## src/pu_types_pkg.sv

```systemverilog
//--------------------------------------------------------------------------
// basic word and condition-register types of the processing unit
// the data path is fixed at 32 bits, so nothing here is meant to be resized
// cr_field follows the lt, gt, eq, ov order of one CR nibble
//--------------------------------------------------------------------------

package pu_types_pkg;

	// data path width
	localparam int dwidth = 32;

	// one general purpose register word, unsigned by default
	typedef logic [dwidth-1:0] word;

	// one condition-register field, msb first
	typedef struct packed {
		// result negative
		logic lt;
		// result positive
		logic gt;
		// result zero
		logic eq;
		// overflow of the operation
		logic ov;
	} cr_field;

endpackage

```

## src/div_unit_pkg.sv

```systemverilog
//--------------------------------------------------------------------------
// types and constants of the divide unit
// only divw and divwu are decoded, SO is not modelled
// div_latency is counted from the accepting edge to complete
//--------------------------------------------------------------------------

package div_unit_pkg;

	// primary opcode and 9-bit extended opcodes (XO form)
	localparam logic [5:0] op_primary = 6'd31;
	localparam logic [8:0] xo_divw = 9'd491;
	localparam logic [8:0] xo_divwu = 9'd459;

	// issue to complete, in clock cycles
	localparam int div_latency = 35;

	// one quotient bit per iteration
	localparam int core_cycles = pu_types_pkg::dwidth;
	localparam int core_cnt_width = $clog2(core_cycles + 1);

	// decoded divide operation, 67 bits
	typedef struct packed {
		logic uns;
		logic rc;
		logic oe;
		pu_types_pkg::word a;
		pu_types_pkg::word b;
	} div_op;

	// magnitude result plus what sign correction needs, 70 bits
	typedef struct packed {
		pu_types_pkg::word quotient;
		pu_types_pkg::word remainder;
		logic a_sgn;
		logic b_sgn;
		logic by_zero;
		logic illegal_signed;
		logic rc;
		logic oe;
	} div_raw;

	// final result handed to the consumer, 71 bits
	typedef struct packed {
		pu_types_pkg::word quotient;
		pu_types_pkg::word remainder;
		pu_types_pkg::cr_field crf;
		logic crf_we;
		logic ov_we;
		logic ov;
	} div_result_t;

endpackage

```

## src/div_decode.sv

```systemverilog
//--------------------------------------------------------------------------
// decoder for divw and divwu (XO form)
// op and valid are combinational from inst, a and b
// illegal is registered and only fires for an issue taken while ready
//--------------------------------------------------------------------------

`timescale 1ns/1ps

module div_decode (
	input  logic              clk,
	input  logic              reset,
	input  logic              issue,
	input  logic              ready,
	input  logic [31:0]       inst,
	input  pu_types_pkg::word a,
	input  pu_types_pkg::word b,
	output div_unit_pkg::div_op op,
	output logic              valid,
	output logic              illegal
);
	import div_unit_pkg::*;

	logic [5:0] primary;
	logic [8:0] xo;
	logic is_divw;
	logic is_divwu;

	// field split, big-endian bit 0 is inst[31]
	assign primary = inst[31:26];
	assign xo = inst[9:1];

	assign is_divw = (primary == op_primary) && (xo == xo_divw);
	assign is_divwu = (primary == op_primary) && (xo == xo_divwu);
	assign valid = is_divw | is_divwu;

	always_comb begin
		op.uns = is_divwu;
		// Rc is the last bit of the word
		op.rc = inst[0];
		// OE sits just above the extended opcode
		op.oe = inst[10];
		op.a = a;
		op.b = b;
	end

	// one pulse per rejected issue
	always_ff @(posedge clk or posedge reset) begin
		if (reset) begin
			illegal <= 1'b0;
		end else begin
			illegal <= issue & ready & ~valid;
		end
	end

endmodule

```

## src/div_seq_core.sv

```systemverilog
//--------------------------------------------------------------------------
// unsigned radix-2 restoring divider, one quotient bit per clock
// operands are taken on start, done pulses core_cycles + 1 cycles later
// a start while busy restarts the division, the caller must avoid it
//--------------------------------------------------------------------------

`timescale 1ns/1ps

module div_seq_core (
	input  logic              clk,
	input  logic              reset,
	input  logic              start,
	input  pu_types_pkg::word dividend,
	input  pu_types_pkg::word divisor,
	output logic              done,
	output pu_types_pkg::word quotient,
	output pu_types_pkg::word remainder,
	output logic              by_zero
);
	import pu_types_pkg::*;
	import div_unit_pkg::*;

	logic [core_cnt_width-1:0] count;
	logic busy;

	// quo_q starts as the dividend and fills with quotient bits from the right
	word quo_q;
	word rem_q;
	word div_q;
	logic zero_q;

	// trial subtraction, one bit wider than a word
	logic [dwidth:0] shifted;
	logic [dwidth:0] diff;
	logic fits;

	always_comb begin
		// bring down the next dividend bit
		shifted = {rem_q, quo_q[dwidth-1]};
		diff = shifted - {1'b0, div_q};
		fits = shifted >= {1'b0, div_q};
	end

	//--------------------------------------------------------------------------
	// iteration control
	//--------------------------------------------------------------------------
	always_ff @(posedge clk or posedge reset) begin
		if (reset) begin
			busy <= 1'b0;
			count <= '0;
			done <= 1'b0;
		end else begin
			done <= 1'b0;
			if (start) begin
				busy <= 1'b1;
				count <= core_cnt_width'(core_cycles);
			end else if (busy) begin
				count <= count - 1'b1;
				// last iteration happens on this edge
				if (count == core_cnt_width'(1)) begin
					busy <= 1'b0;
					done <= 1'b1;
				end
			end
		end
	end

	//--------------------------------------------------------------------------
	// data path
	//--------------------------------------------------------------------------
	always_ff @(posedge clk) begin
		if (start) begin
			quo_q <= dividend;
			rem_q <= '0;
			div_q <= divisor;
			// zero divisor noted once at load
			zero_q <= (divisor == '0);
		end else if (busy) begin
			if (fits) begin
				// remainder below divisor, so the low word is enough
				rem_q <= diff[dwidth-1:0];
				quo_q <= {quo_q[dwidth-2:0], 1'b1};
			end else begin
				// restore, keep the shifted partial remainder
				rem_q <= shifted[dwidth-1:0];
				quo_q <= {quo_q[dwidth-2:0], 1'b0};
			end
		end
	end

	// outputs valid while done is high and until the next start
	assign quotient = quo_q;
	assign remainder = rem_q;
	assign by_zero = zero_q;

endmodule

```

## src/div_seq.sv

```systemverilog
//--------------------------------------------------------------------------
// execute stage: control FSM, magnitude and sign capture, divider core
// ready is a level straight from the FSM, only idle accepts an issue
// raw_valid is high in the cycle the core reports done
//--------------------------------------------------------------------------

`timescale 1ns/1ps

module div_seq (
	input  logic                clk,
	input  logic                reset,
	input  logic                issue,
	input  logic                valid,
	input  div_unit_pkg::div_op op,
	output logic                ready,
	output logic                raw_valid,
	output div_unit_pkg::div_raw raw
);
	import pu_types_pkg::*;

	// one-hot encoded control states
	typedef enum logic [3:0] {
		s_init     = 4'b0001,
		s_idle     = 4'b0010,
		s_on       = 4'b0100,
		s_complete = 4'b1000
	} state_t;

	state_t state;

	logic accept;
	logic a_neg;
	logic b_neg;

	// captured operation
	word a_mag;
	word b_mag;
	logic a_sgn;
	logic b_sgn;
	logic illegal_signed;
	logic rc_q;
	logic oe_q;

	// core handshake
	logic start;
	logic core_done;
	word core_quotient;
	word core_remainder;
	logic core_by_zero;

	assign ready = (state == s_idle);
	assign accept = ready & issue & valid;

	// negative only counts for the signed form
	assign a_neg = ~op.uns & op.a[dwidth-1];
	assign b_neg = ~op.uns & op.b[dwidth-1];

	//--------------------------------------------------------------------------
	// control FSM
	//--------------------------------------------------------------------------
	always_ff @(posedge clk or posedge reset) begin
		if (reset) begin
			state <= s_init;
		end else begin
			case (state)
				s_init: state <= s_idle;
				s_idle: begin
					if (accept)
						state <= s_on;
				end
				s_on: begin
					if (core_done)
						state <= s_complete;
				end
				s_complete: state <= s_idle;
				// lost one-hot code, start over
				default: state <= s_init;
			endcase
		end
	end

	// core start one cycle after the accepting edge
	always_ff @(posedge clk or posedge reset) begin
		if (reset) begin
			start <= 1'b0;
		end else begin
			start <= accept;
		end
	end

	// operand capture on acceptance
	always_ff @(posedge clk) begin
		if (accept) begin
			// 0x80000000 stays 0x80000000, which is the right magnitude
			a_mag <= a_neg ? -op.a : op.a;
			b_mag <= b_neg ? -op.b : op.b;
			a_sgn <= a_neg;
			b_sgn <= b_neg;
			illegal_signed <= ~op.uns && (op.a == {1'b1, {(dwidth-1){1'b0}}})
				&& (op.b == '1);
			rc_q <= op.rc;
			oe_q <= op.oe;
		end
	end

	div_seq_core core_inst (
		.clk       (clk),
		.reset     (reset),
		.start     (start),
		.dividend  (a_mag),
		.divisor   (b_mag),
		.done      (core_done),
		.quotient  (core_quotient),
		.remainder (core_remainder),
		.by_zero   (core_by_zero)
	);

	//--------------------------------------------------------------------------
	// raw result towards the result stage
	//--------------------------------------------------------------------------
	assign raw_valid = (state == s_on) & core_done;

	always_comb begin
		raw.quotient = core_quotient;
		raw.remainder = core_remainder;
		raw.a_sgn = a_sgn;
		raw.b_sgn = b_sgn;
		raw.by_zero = core_by_zero;
		raw.illegal_signed = illegal_signed;
		raw.rc = rc_q;
		raw.oe = oe_q;
	end

endmodule

```

## src/div_result.sv

```systemverilog
//--------------------------------------------------------------------------
// result stage: sign fix, overflow, CR field and output registers
// quotient and remainder read as zero whenever ov is set
// result holds from one complete pulse to the next
//--------------------------------------------------------------------------

`timescale 1ns/1ps

module div_result (
	input  logic                 clk,
	input  logic                 reset,
	input  logic                 raw_valid,
	input  div_unit_pkg::div_raw raw,
	output logic                 complete,
	output div_unit_pkg::div_result_t result
);
	import pu_types_pkg::*;
	import div_unit_pkg::*;

	logic ov;
	word q_signed;
	word r_signed;
	word q_final;
	word r_final;
	cr_field crf_next;
	div_result_t next;

	always_comb begin
		// by zero, or most negative over minus one
		ov = raw.by_zero | raw.illegal_signed;

		// quotient negative when exactly one operand is
		q_signed = (raw.a_sgn ^ raw.b_sgn) ? -raw.quotient : raw.quotient;
		// remainder follows the dividend
		r_signed = raw.a_sgn ? -raw.remainder : raw.remainder;

		q_final = ov ? '0 : q_signed;
		r_final = ov ? '0 : r_signed;

		// signed compare of the quotient against zero
		crf_next.lt = q_final[dwidth-1];
		crf_next.eq = (q_final == '0);
		crf_next.gt = ~q_final[dwidth-1] & (q_final != '0);
		crf_next.ov = ov;

		next.quotient = q_final;
		next.remainder = r_final;
		next.crf = crf_next;
		next.crf_we = raw.rc;
		next.ov_we = raw.oe;
		next.ov = ov;
	end

	always_ff @(posedge clk or posedge reset) begin
		if (reset) begin
			complete <= 1'b0;
			result <= '0;
		end else begin
			complete <= raw_valid;
			if (raw_valid)
				result <= next;
		end
	end

endmodule

```

## src/div_unit.sv

```systemverilog
//--------------------------------------------------------------------------
// divide unit top: decode, execute and result stages in a row
// no back-pressure, the consumer takes result on the complete pulse
// an issue while ready is low is dropped without any response
//--------------------------------------------------------------------------

`timescale 1ns/1ps

module div_unit (
	input  logic              clk,
	input  logic              reset,
	input  logic              issue,
	input  logic [31:0]       inst,
	input  pu_types_pkg::word a,
	input  pu_types_pkg::word b,
	output logic              ready,
	output logic              illegal,
	output logic              complete,
	output div_unit_pkg::div_result_t result
);
	import div_unit_pkg::*;

	// decode to execute
	div_op op;
	logic valid;

	// execute to result
	div_raw raw;
	logic raw_valid;

	div_decode decode_inst (
		.clk     (clk),
		.reset   (reset),
		.issue   (issue),
		.ready   (ready),
		.inst    (inst),
		.a       (a),
		.b       (b),
		.op      (op),
		.valid   (valid),
		.illegal (illegal)
	);

	div_seq seq_inst (
		.clk       (clk),
		.reset     (reset),
		.issue     (issue),
		.valid     (valid),
		.op        (op),
		.ready     (ready),
		.raw_valid (raw_valid),
		.raw       (raw)
	);

	div_result result_inst (
		.clk       (clk),
		.reset     (reset),
		.raw_valid (raw_valid),
		.raw       (raw),
		.complete  (complete),
		.result    (result)
	);

endmodule

```

## config.mk

```make
export PLATFORM = sky130hd
export DESIGN_NAME = div_unit
export DESIGN_NICKNAME = d
export VERILOG_FILES = /design/src/pu_types_pkg.sv /design/src/div_unit_pkg.sv /design/src/div_decode.sv /design/src/div_seq_core.sv /design/src/div_seq.sv /design/src/div_result.sv /design/src/div_unit.sv
export SDC_FILE = /design/constraint.sdc
export NUM_CORES = 1
export LEC_CHECK = 0
export BUFFER_PORTS_ARGS = -buffer_cell sky130_fd_sc_hd__buf_2
export CAP_MARGIN = 20
export CORE_MARGIN = 2
export CORE_UTILIZATION = 40
export DETAILED_ROUTE_END_ITERATION = 7
export PLACE_DENSITY = 0.57
export REMOVE_ABC_BUFFERS = 1
export SLEW_MARGIN = 25
export SYNTH_ARGS = -nofsm -noshare
export SYNTH_HDL_FRONTEND = slang
export SYNTH_SLANG_ARGS = --single-unit
```

## constraint.sdc

```tcl
create_clock -name clk -period 7 [get_ports clk]
set_input_delay 2.1 -clock clk [delete_from_list [all_inputs] [get_ports clk]]
set_output_delay 2.1 -clock clk [all_outputs]
set_load 0.01 [all_outputs]
```

==> summary.txt, run 1 <==
via count -> 10700
status -> finished, final reports clean
GR Util All Layers -> 0.188
Worst setup SP type -> input port
Synth Register Bits -> 250
Die H -> 191 um
total gr overflow -> 0
met3 usage in global routing -> 0.0219
Clock Latency Late Sink -> 0.55 ns
Die Wd -> 191 um
Crit. End Element -> register
Max Cap Violations -> 0
Worst Path Class, Setup -> input port to register
Crit path required time -> 7.27 ns
Critical Path AT -> 4.83 ns
Slew @ Worst Pin -> 0.956 ns
syn avg cell area -> 9.96 um2
clk sinks -> 250
post-CTS setup buffer count -> 0
Cell Pwr Density -> 213 nW/um2
synthesis warning total -> 0
# hold bufs at CTS -> 0
max_slew headroom -> 0.363
Async SR Flop Fraction -> 0.336
M2 GR Usage -> 0.330
half-perimeter wire length after placement -> 25.2 mm
router iterations before antenna repair -> 7
final hold viol count -> 0
Syn Inst Count -> 1401
Ports -> 173
register area share after synthesis -> 0.485
fmax -> 219 MHz
first-pass GRT wire length -> 54.9 mm
vias in the first global route -> 10400
final core utilization -> 0.467
largest net degree at the start of global routing -> 83
cts repair resizes -> 0
starting density of the core -> 0.405
initial DRC count -> 637
Die Area -> 36400 um2
hold path depth -> 0
synth unique cells -> 75
CTS max path bufs -> 3
antenna violations before repair -> 1
CTS clk-pin slew, worst paths -> 0.06 ns
Post-DRT Antenna Nets -> 0
Routed WL per cell -> 17.0 um
Placer Congestion -> 0.898
CTS tree -> done
Filler Cell Count -> 3295
area of the multi-input gates -> 6660 um2
M1 GR Usage -> 0.240
Final setup violation count -> 0
Site Rows -> 68
fin crit share -> 0.652
LEAKAGE -> 6.55 nW
root buffer cell -> clkbuf_16
Final min period -> 4.56 ns
max-slew violation count -> 0
H-Tree Depth -> 1
Post-synth EDFFs -> 134
CP Max Fanout -> 27
nets -> 1666
FF/Latch Area -> 6770 um2
total CTS buffers -> 29
layout cell share with drive strength beyond 1 -> 0.176
Setup TNS -> 0 ns
routed vias/inst -> 5.34
GR peak layer -> met2
area grow syn2layout -> 15.3%
RSZ-0062 raised after global routing -> false
Max VDD drop -> 215 uV
Post-Route WL -> 34.2 mm
drc violations -> 0
core box area -> 34500 um2
Post-Syn Area -> 13900 um2
FF-to-FF path depth -> 11
dominant synthesized flop cell -> edfxtp_1
Max Clock Skew -> 0.0239 ns
worst hold path type -> register to register
IO Port Bufs -> 157
## sequential cells by signal, indices dropped and copies added, names as in the netlist, 4 cells and up
signal,flops
result_inst.result,69
seq_inst.a_mag,32
seq_inst.b_mag,32
seq_inst.core_inst.div_q,32
seq_inst.core_inst.quotient,32
seq_inst.core_inst.remainder,32
seq_inst.core_inst.count,6
seq_inst.state,4
## logic make-up after synthesis
group                      after synthesis  synth area share
AOI/OAI and AO/OA                      344             0.157
buffers and inverters                  141            0.0396
muxes                                   43            0.0333
DFF                                    250             0.485
and+or+nand+nor                        431             0.153
xor gates and xnor gates               152            0.0955
adders and majority gates               40            0.0364
## synthesized netlist by cell type, types with 32 or more instances
| library cell | number | area, um2 |
|---|---|---|
| dfxtp_1 | 32 | 641 |
| nor2_1 | 109 | 409 |
| clkbuf_1 | 58 | 218 |
| ha_1 | 39 | 488 |
| dfrtp_1 | 83 | 2080 |
| edfxtp_1 | 134 | 4020 |
| nand2_1 | 145 | 544 |
| xor2_1 | 56 | 490 |
| xnor2_1 | 96 | 841 |
| o31ai_1 | 36 | 270 |
| inv_1 | 64 | 240 |
| o21ai_0 | 112 | 561 |
| a21oi_1 | 72 | 360 |
## path summary, 6_finish.rpt
path	slack [ns]	endpoint	start
setup / recovery	2.44	seq_inst.a_mag[23]	inst[31]
hold / removal	0.45	seq_inst.core_inst.div_q[2]	seq_inst.b_mag[2]
setup reg to reg	3.35	seq_inst.core_inst.remainder[2]	seq_inst.core_inst.remainder[12]
hold reg to reg	0.45	seq_inst.core_inst.div_q[2]	seq_inst.b_mag[2]
max in group asynchronous	4.35	seq_inst.start	reset
min in group asynchronous	1.66	result_inst.result[11]	reset
## per-layer routing
metal  wire (um)  share of wire
met1       14800           0.43
met2       16800           0.49
met3        1460          0.043
met4        1090          0.032
met5           0              0
## metrics by stage
step,hold WS [ns],total power [mW],worst slack (ns),cells,instance area [um2]
floorplan,0.415,1.85,1.98,1327,13600
global placement,0.425,1.95,1.94,1951,15100
detailed placement,0.435,1.96,1.90,1951,15100
CTS,0.447,3.47,2.46,2004,16100
global route,0.464,3.57,2.18,2004,16100
finish,0.446,3.43,2.44,2005,16100
## power breakdown
group          total (mW)  internal [mW]  leakage (nW)  switching (mW)
Combinational       0.334          0.149          3.47           0.185
Clock                1.50          0.902         0.466           0.600
Sequential           1.60           1.57          2.61          0.0274
Total                3.43           2.62          6.55           0.813
## critical path: stages
cell and delay (ns):
buf_2 0.09, nand4b_1 0.16, nor4_1 0.38, nor2b_1 0.53
nand2b_1 0.41, clkinv_1 0.72, o41ai_1 0.31, xnor2_1 0.12
## final cells by class
type                    instances  share of cell area
diodes                          1            0.000156
clock buffers                  31              0.0456
clock inverters                22              0.0132
inverters                      67              0.0158
multi-input cells            1010               0.414
flip-flops and latches        250               0.421
well taps                     455              0.0354
repair buffers                169              0.0545
## placed cells by master, fill, tap and decap left out, drive strengths merged, types with 12 or more instances in the layout
| cell type | count |
|---|---|
| buf | 169 |
| nand2 | 145 |
| edfxtp | 134 |
| o21ai | 117 |
| nor2 | 109 |
| xnor2 | 96 |
| dfrtp | 83 |
| a21oi | 72 |
| inv | 65 |
| xor2 | 56 |
| ha | 39 |
| o31ai | 37 |
| dfxtp | 32 |
| nor3 | 31 |
| a211oi | 31 |
| clkbuf | 31 |
| nand4 | 27 |
| mux2 | 27 |
| nor4 | 27 |
| clkinv | 19 |
| mux2i | 16 |
| a31oi | 16 |
| nand3 | 15 |
| nor2b | 14 |
| nand2b | 14 |
| or4 | 14 |
| o41ai | 13 |
| a21o | 12 |
No activity file was read; power rests on OpenSTA's default activity.
==> run 2, diff against run 1 <==
- clock period: 7 -> 4.5 ns (I/O delays scaled with it)
==> run 2 against run 1 <==
Sequential power grew 55%. Routed wire length shrank 0.17%. Combinational power grew 57%. Cell count grew 0.40%. Sequential share of layout area shrank 0.24 points. Core utilization grew 0.27 points. Non-clock buffer count grew 9. Die area is the same. Critical endpoint is now seq_inst.b_mag[30].
==> summary.txt, run 2 (synthesis gave the netlist of run 1 again) <==
vias in the first global route -> 10300 (was 10400)
most common cell after layout, fill and taps aside -> buf_2 (unchanged)
LEAKAGE -> 6.60 nW (was 6.55 nW)
Sw Ratio -> 0.236 (was 0.237)
CP Max Fanout -> 5 (was 27)
Crit. End Element -> register (unchanged)
worst r2r src -> seq_inst.core_inst.remainder[12] (unchanged)
GR Util All Layers -> 0.189 (was 0.188)
Comb power frac -> 0.098 (was 0.097)
Max Cap Violations -> 0 (unchanged)
final hold viol count -> 0 (unchanged)
Hold WS -> 0.441 ns (was 0.446 ns)
FF-to-FF path depth -> 10 (was 11)
antenna violations before repair -> 2 (was 1)
fmax -> 280 MHz
final core utilization -> 0.469 (was 0.467)
Final setup violation count -> 0 (unchanged)
Max VDD drop -> 287 uV (was 215 uV)
area of the multi-input gates -> 6660 um2 (unchanged)
Die H -> 191 um (unchanged)
worst hold path type -> register to register (unchanged)
cts repair resizes -> 0 (unchanged)
core box area -> 34500 um2 (unchanged)
dpl cells -> 1960 (was 1951)
sequential share of power -> 0.463 (was 0.465)
Worst setup SP type -> input port (unchanged)
first-pass GRT wire length -> 54.9 mm (about the same)
status -> finished, final reports clean (unchanged)
Site Rows -> 68 (unchanged)
area grow syn2layout -> 16.0% (was 15.3%)
Post-Route WL -> 34.1 mm (was 34.2 mm)
P_int -> 4.10 mW (was 2.62 mW)
Final min period -> 3.57 ns
starting density of the core -> 0.405 (unchanged)
final std cells w/o fill -> 2013 (was 2005)
clk sinks -> 250 (unchanged)
HP Start -> seq_inst.rc_q (was seq_inst.b_mag[2])
RSZ-0062 raised after global routing -> false (unchanged)
Die Area -> 36400 um2 (unchanged)
# hold bufs at CTS -> 0 (unchanged)
hold path depth -> 2 (was 0)
Filler Cell Count -> 3278 (was 3295)
drc violations -> 0 (unchanged)
routed vias/inst -> 5.32 (was 5.34)
nets -> 1674 (was 1666)
clock share of power -> 0.439 (was 0.438)
post-CTS setup buffer count -> 0 (unchanged)
sw power -> 1.26 mW (was 0.813 mW)
Critical Path AT -> 3.86 ns (was 4.83 ns)
router iterations before antenna repair -> 5 (was 7)
Ports -> 173 (unchanged)
Clock Latency Late Sink -> 0.54 ns (was 0.55 ns)
max-slew violation count -> 0 (unchanged)
total CTS buffers -> 28 (was 29)
largest net degree at the start of global routing -> 83 (unchanged)
Slew @ Worst Pin -> 0.925 ns (was 0.956 ns)
Max Clock Skew -> 0.00968 ns (was 0.0239 ns)
most frequent cells in the layout -> buf_2 (157), nand2_1 (145), edfxtp_1 (134) (unchanged)
half-perimeter wire length after placement -> 25.5 mm (was 25.2 mm)
CP Launch Point -> b[1] (was inst[31])
CTS tree -> done (unchanged)
max_slew headroom -> 0.382 (was 0.363)
H-Tree Depth -> 1 (unchanged)
initial DRC count -> 548 (was 637)
via count -> 10700 (about the same)
Post-DRT Antenna Nets -> 0 (unchanged)
total gr overflow -> 0 (unchanged)
Placer Congestion -> 0.889 (was 0.898)
Routed WL per cell -> 16.9 um (was 17.0 um)
Die Wd -> 191 um (unchanged)
layout cell share with drive strength beyond 1 -> 0.184 (was 0.176)
Crit path required time -> 4.79 ns (was 7.27 ns)
CTS max path bufs -> 3 (unchanged)
Worst Path Class, Setup -> input port to register (unchanged)
fin crit share -> 0.794
root buffer cell -> clkbuf_16 (unchanged)
Cell Pwr Density -> 331 nW/um2 (was 213 nW/um2)
IO Port Bufs -> 157 (unchanged)
Reg with most FFs -> result_inst.result (unchanged)
max reg flops -> 69 (unchanged)
FF/Latch Area -> 6770 um2 (unchanged)
CTS clk-pin slew, worst paths -> 0.06 ns (about the same)
-- run 2: metal layers --
metal  track usage  share of wire
met5             0        0.00038
met3        0.0278          0.050
met4        0.0674          0.032
met1         0.236           0.43
met2         0.330           0.49
-- run 2: cell type report --
cell class | instances | share of cell area
repair buffers | 178 | 0.0591
clock inverters | 14 | 0.00936
diodes | 1 | 0.000155
clock buffers | 38 | 0.0499
well taps | 455 | 0.0352
flip-flops and latches | 250 | 0.419
multi-input cells | 1010 | 0.412
inverters | 67 | 0.0157
-- run 2: critical path, cell delays in order --
cell and delay, ns:
buf_2 0.11, inv_1 0.08, ha_1 0.18, nand2_1 0.07, or3_1 0.36, nand2b_4 0.17, or3_4 0.37, or4_4 0.47
or3_1 0.36, o41ai_2 0.24, xnor2_1 0.10
-- run 2: power groups by stage --
stage	Combinational, mW	Clock [mW]	Sequential (mW)
after global placement	0.515	0	2.53
after floorplan	0.367	0	2.52
after detailed placement	0.526	0	2.53
after global routing	0.586	2.51	2.49
final	0.523	2.35	2.48
after CTS	0.529	2.42	2.48
-- run 2: final timing paths --
kind | end | slack, ns
max | seq_inst.b_mag[30] | 0.93
min | result_inst.result[2] | 0.44
max reg2reg | seq_inst.core_inst.remainder[3] | 1.01
min reg2reg | result_inst.result[2] | 0.44
max in group asynchronous | result_inst.result[36] | 2.70
min in group asynchronous | result_inst.result[9] | 0.93
-- run 2: per-stage QoR --
stage | total power, mW | setup slack (ns) | setup TNS (ns) | area [um2]
5_1_grt | 5.58 | 0.816 | 0 | 16200
4_1_cts | 5.43 | 0.944 | 0 | 16200
2_1_floorplan | 2.88 | -0.516 | -14.22 | 13600
3_3_place_gp | 3.04 | 0.415 | 0 | 15200
3_5_place_dp | 3.05 | 0.381 | 0 | 15200
6_report | 5.36 | 0.929 | 0 | 16200
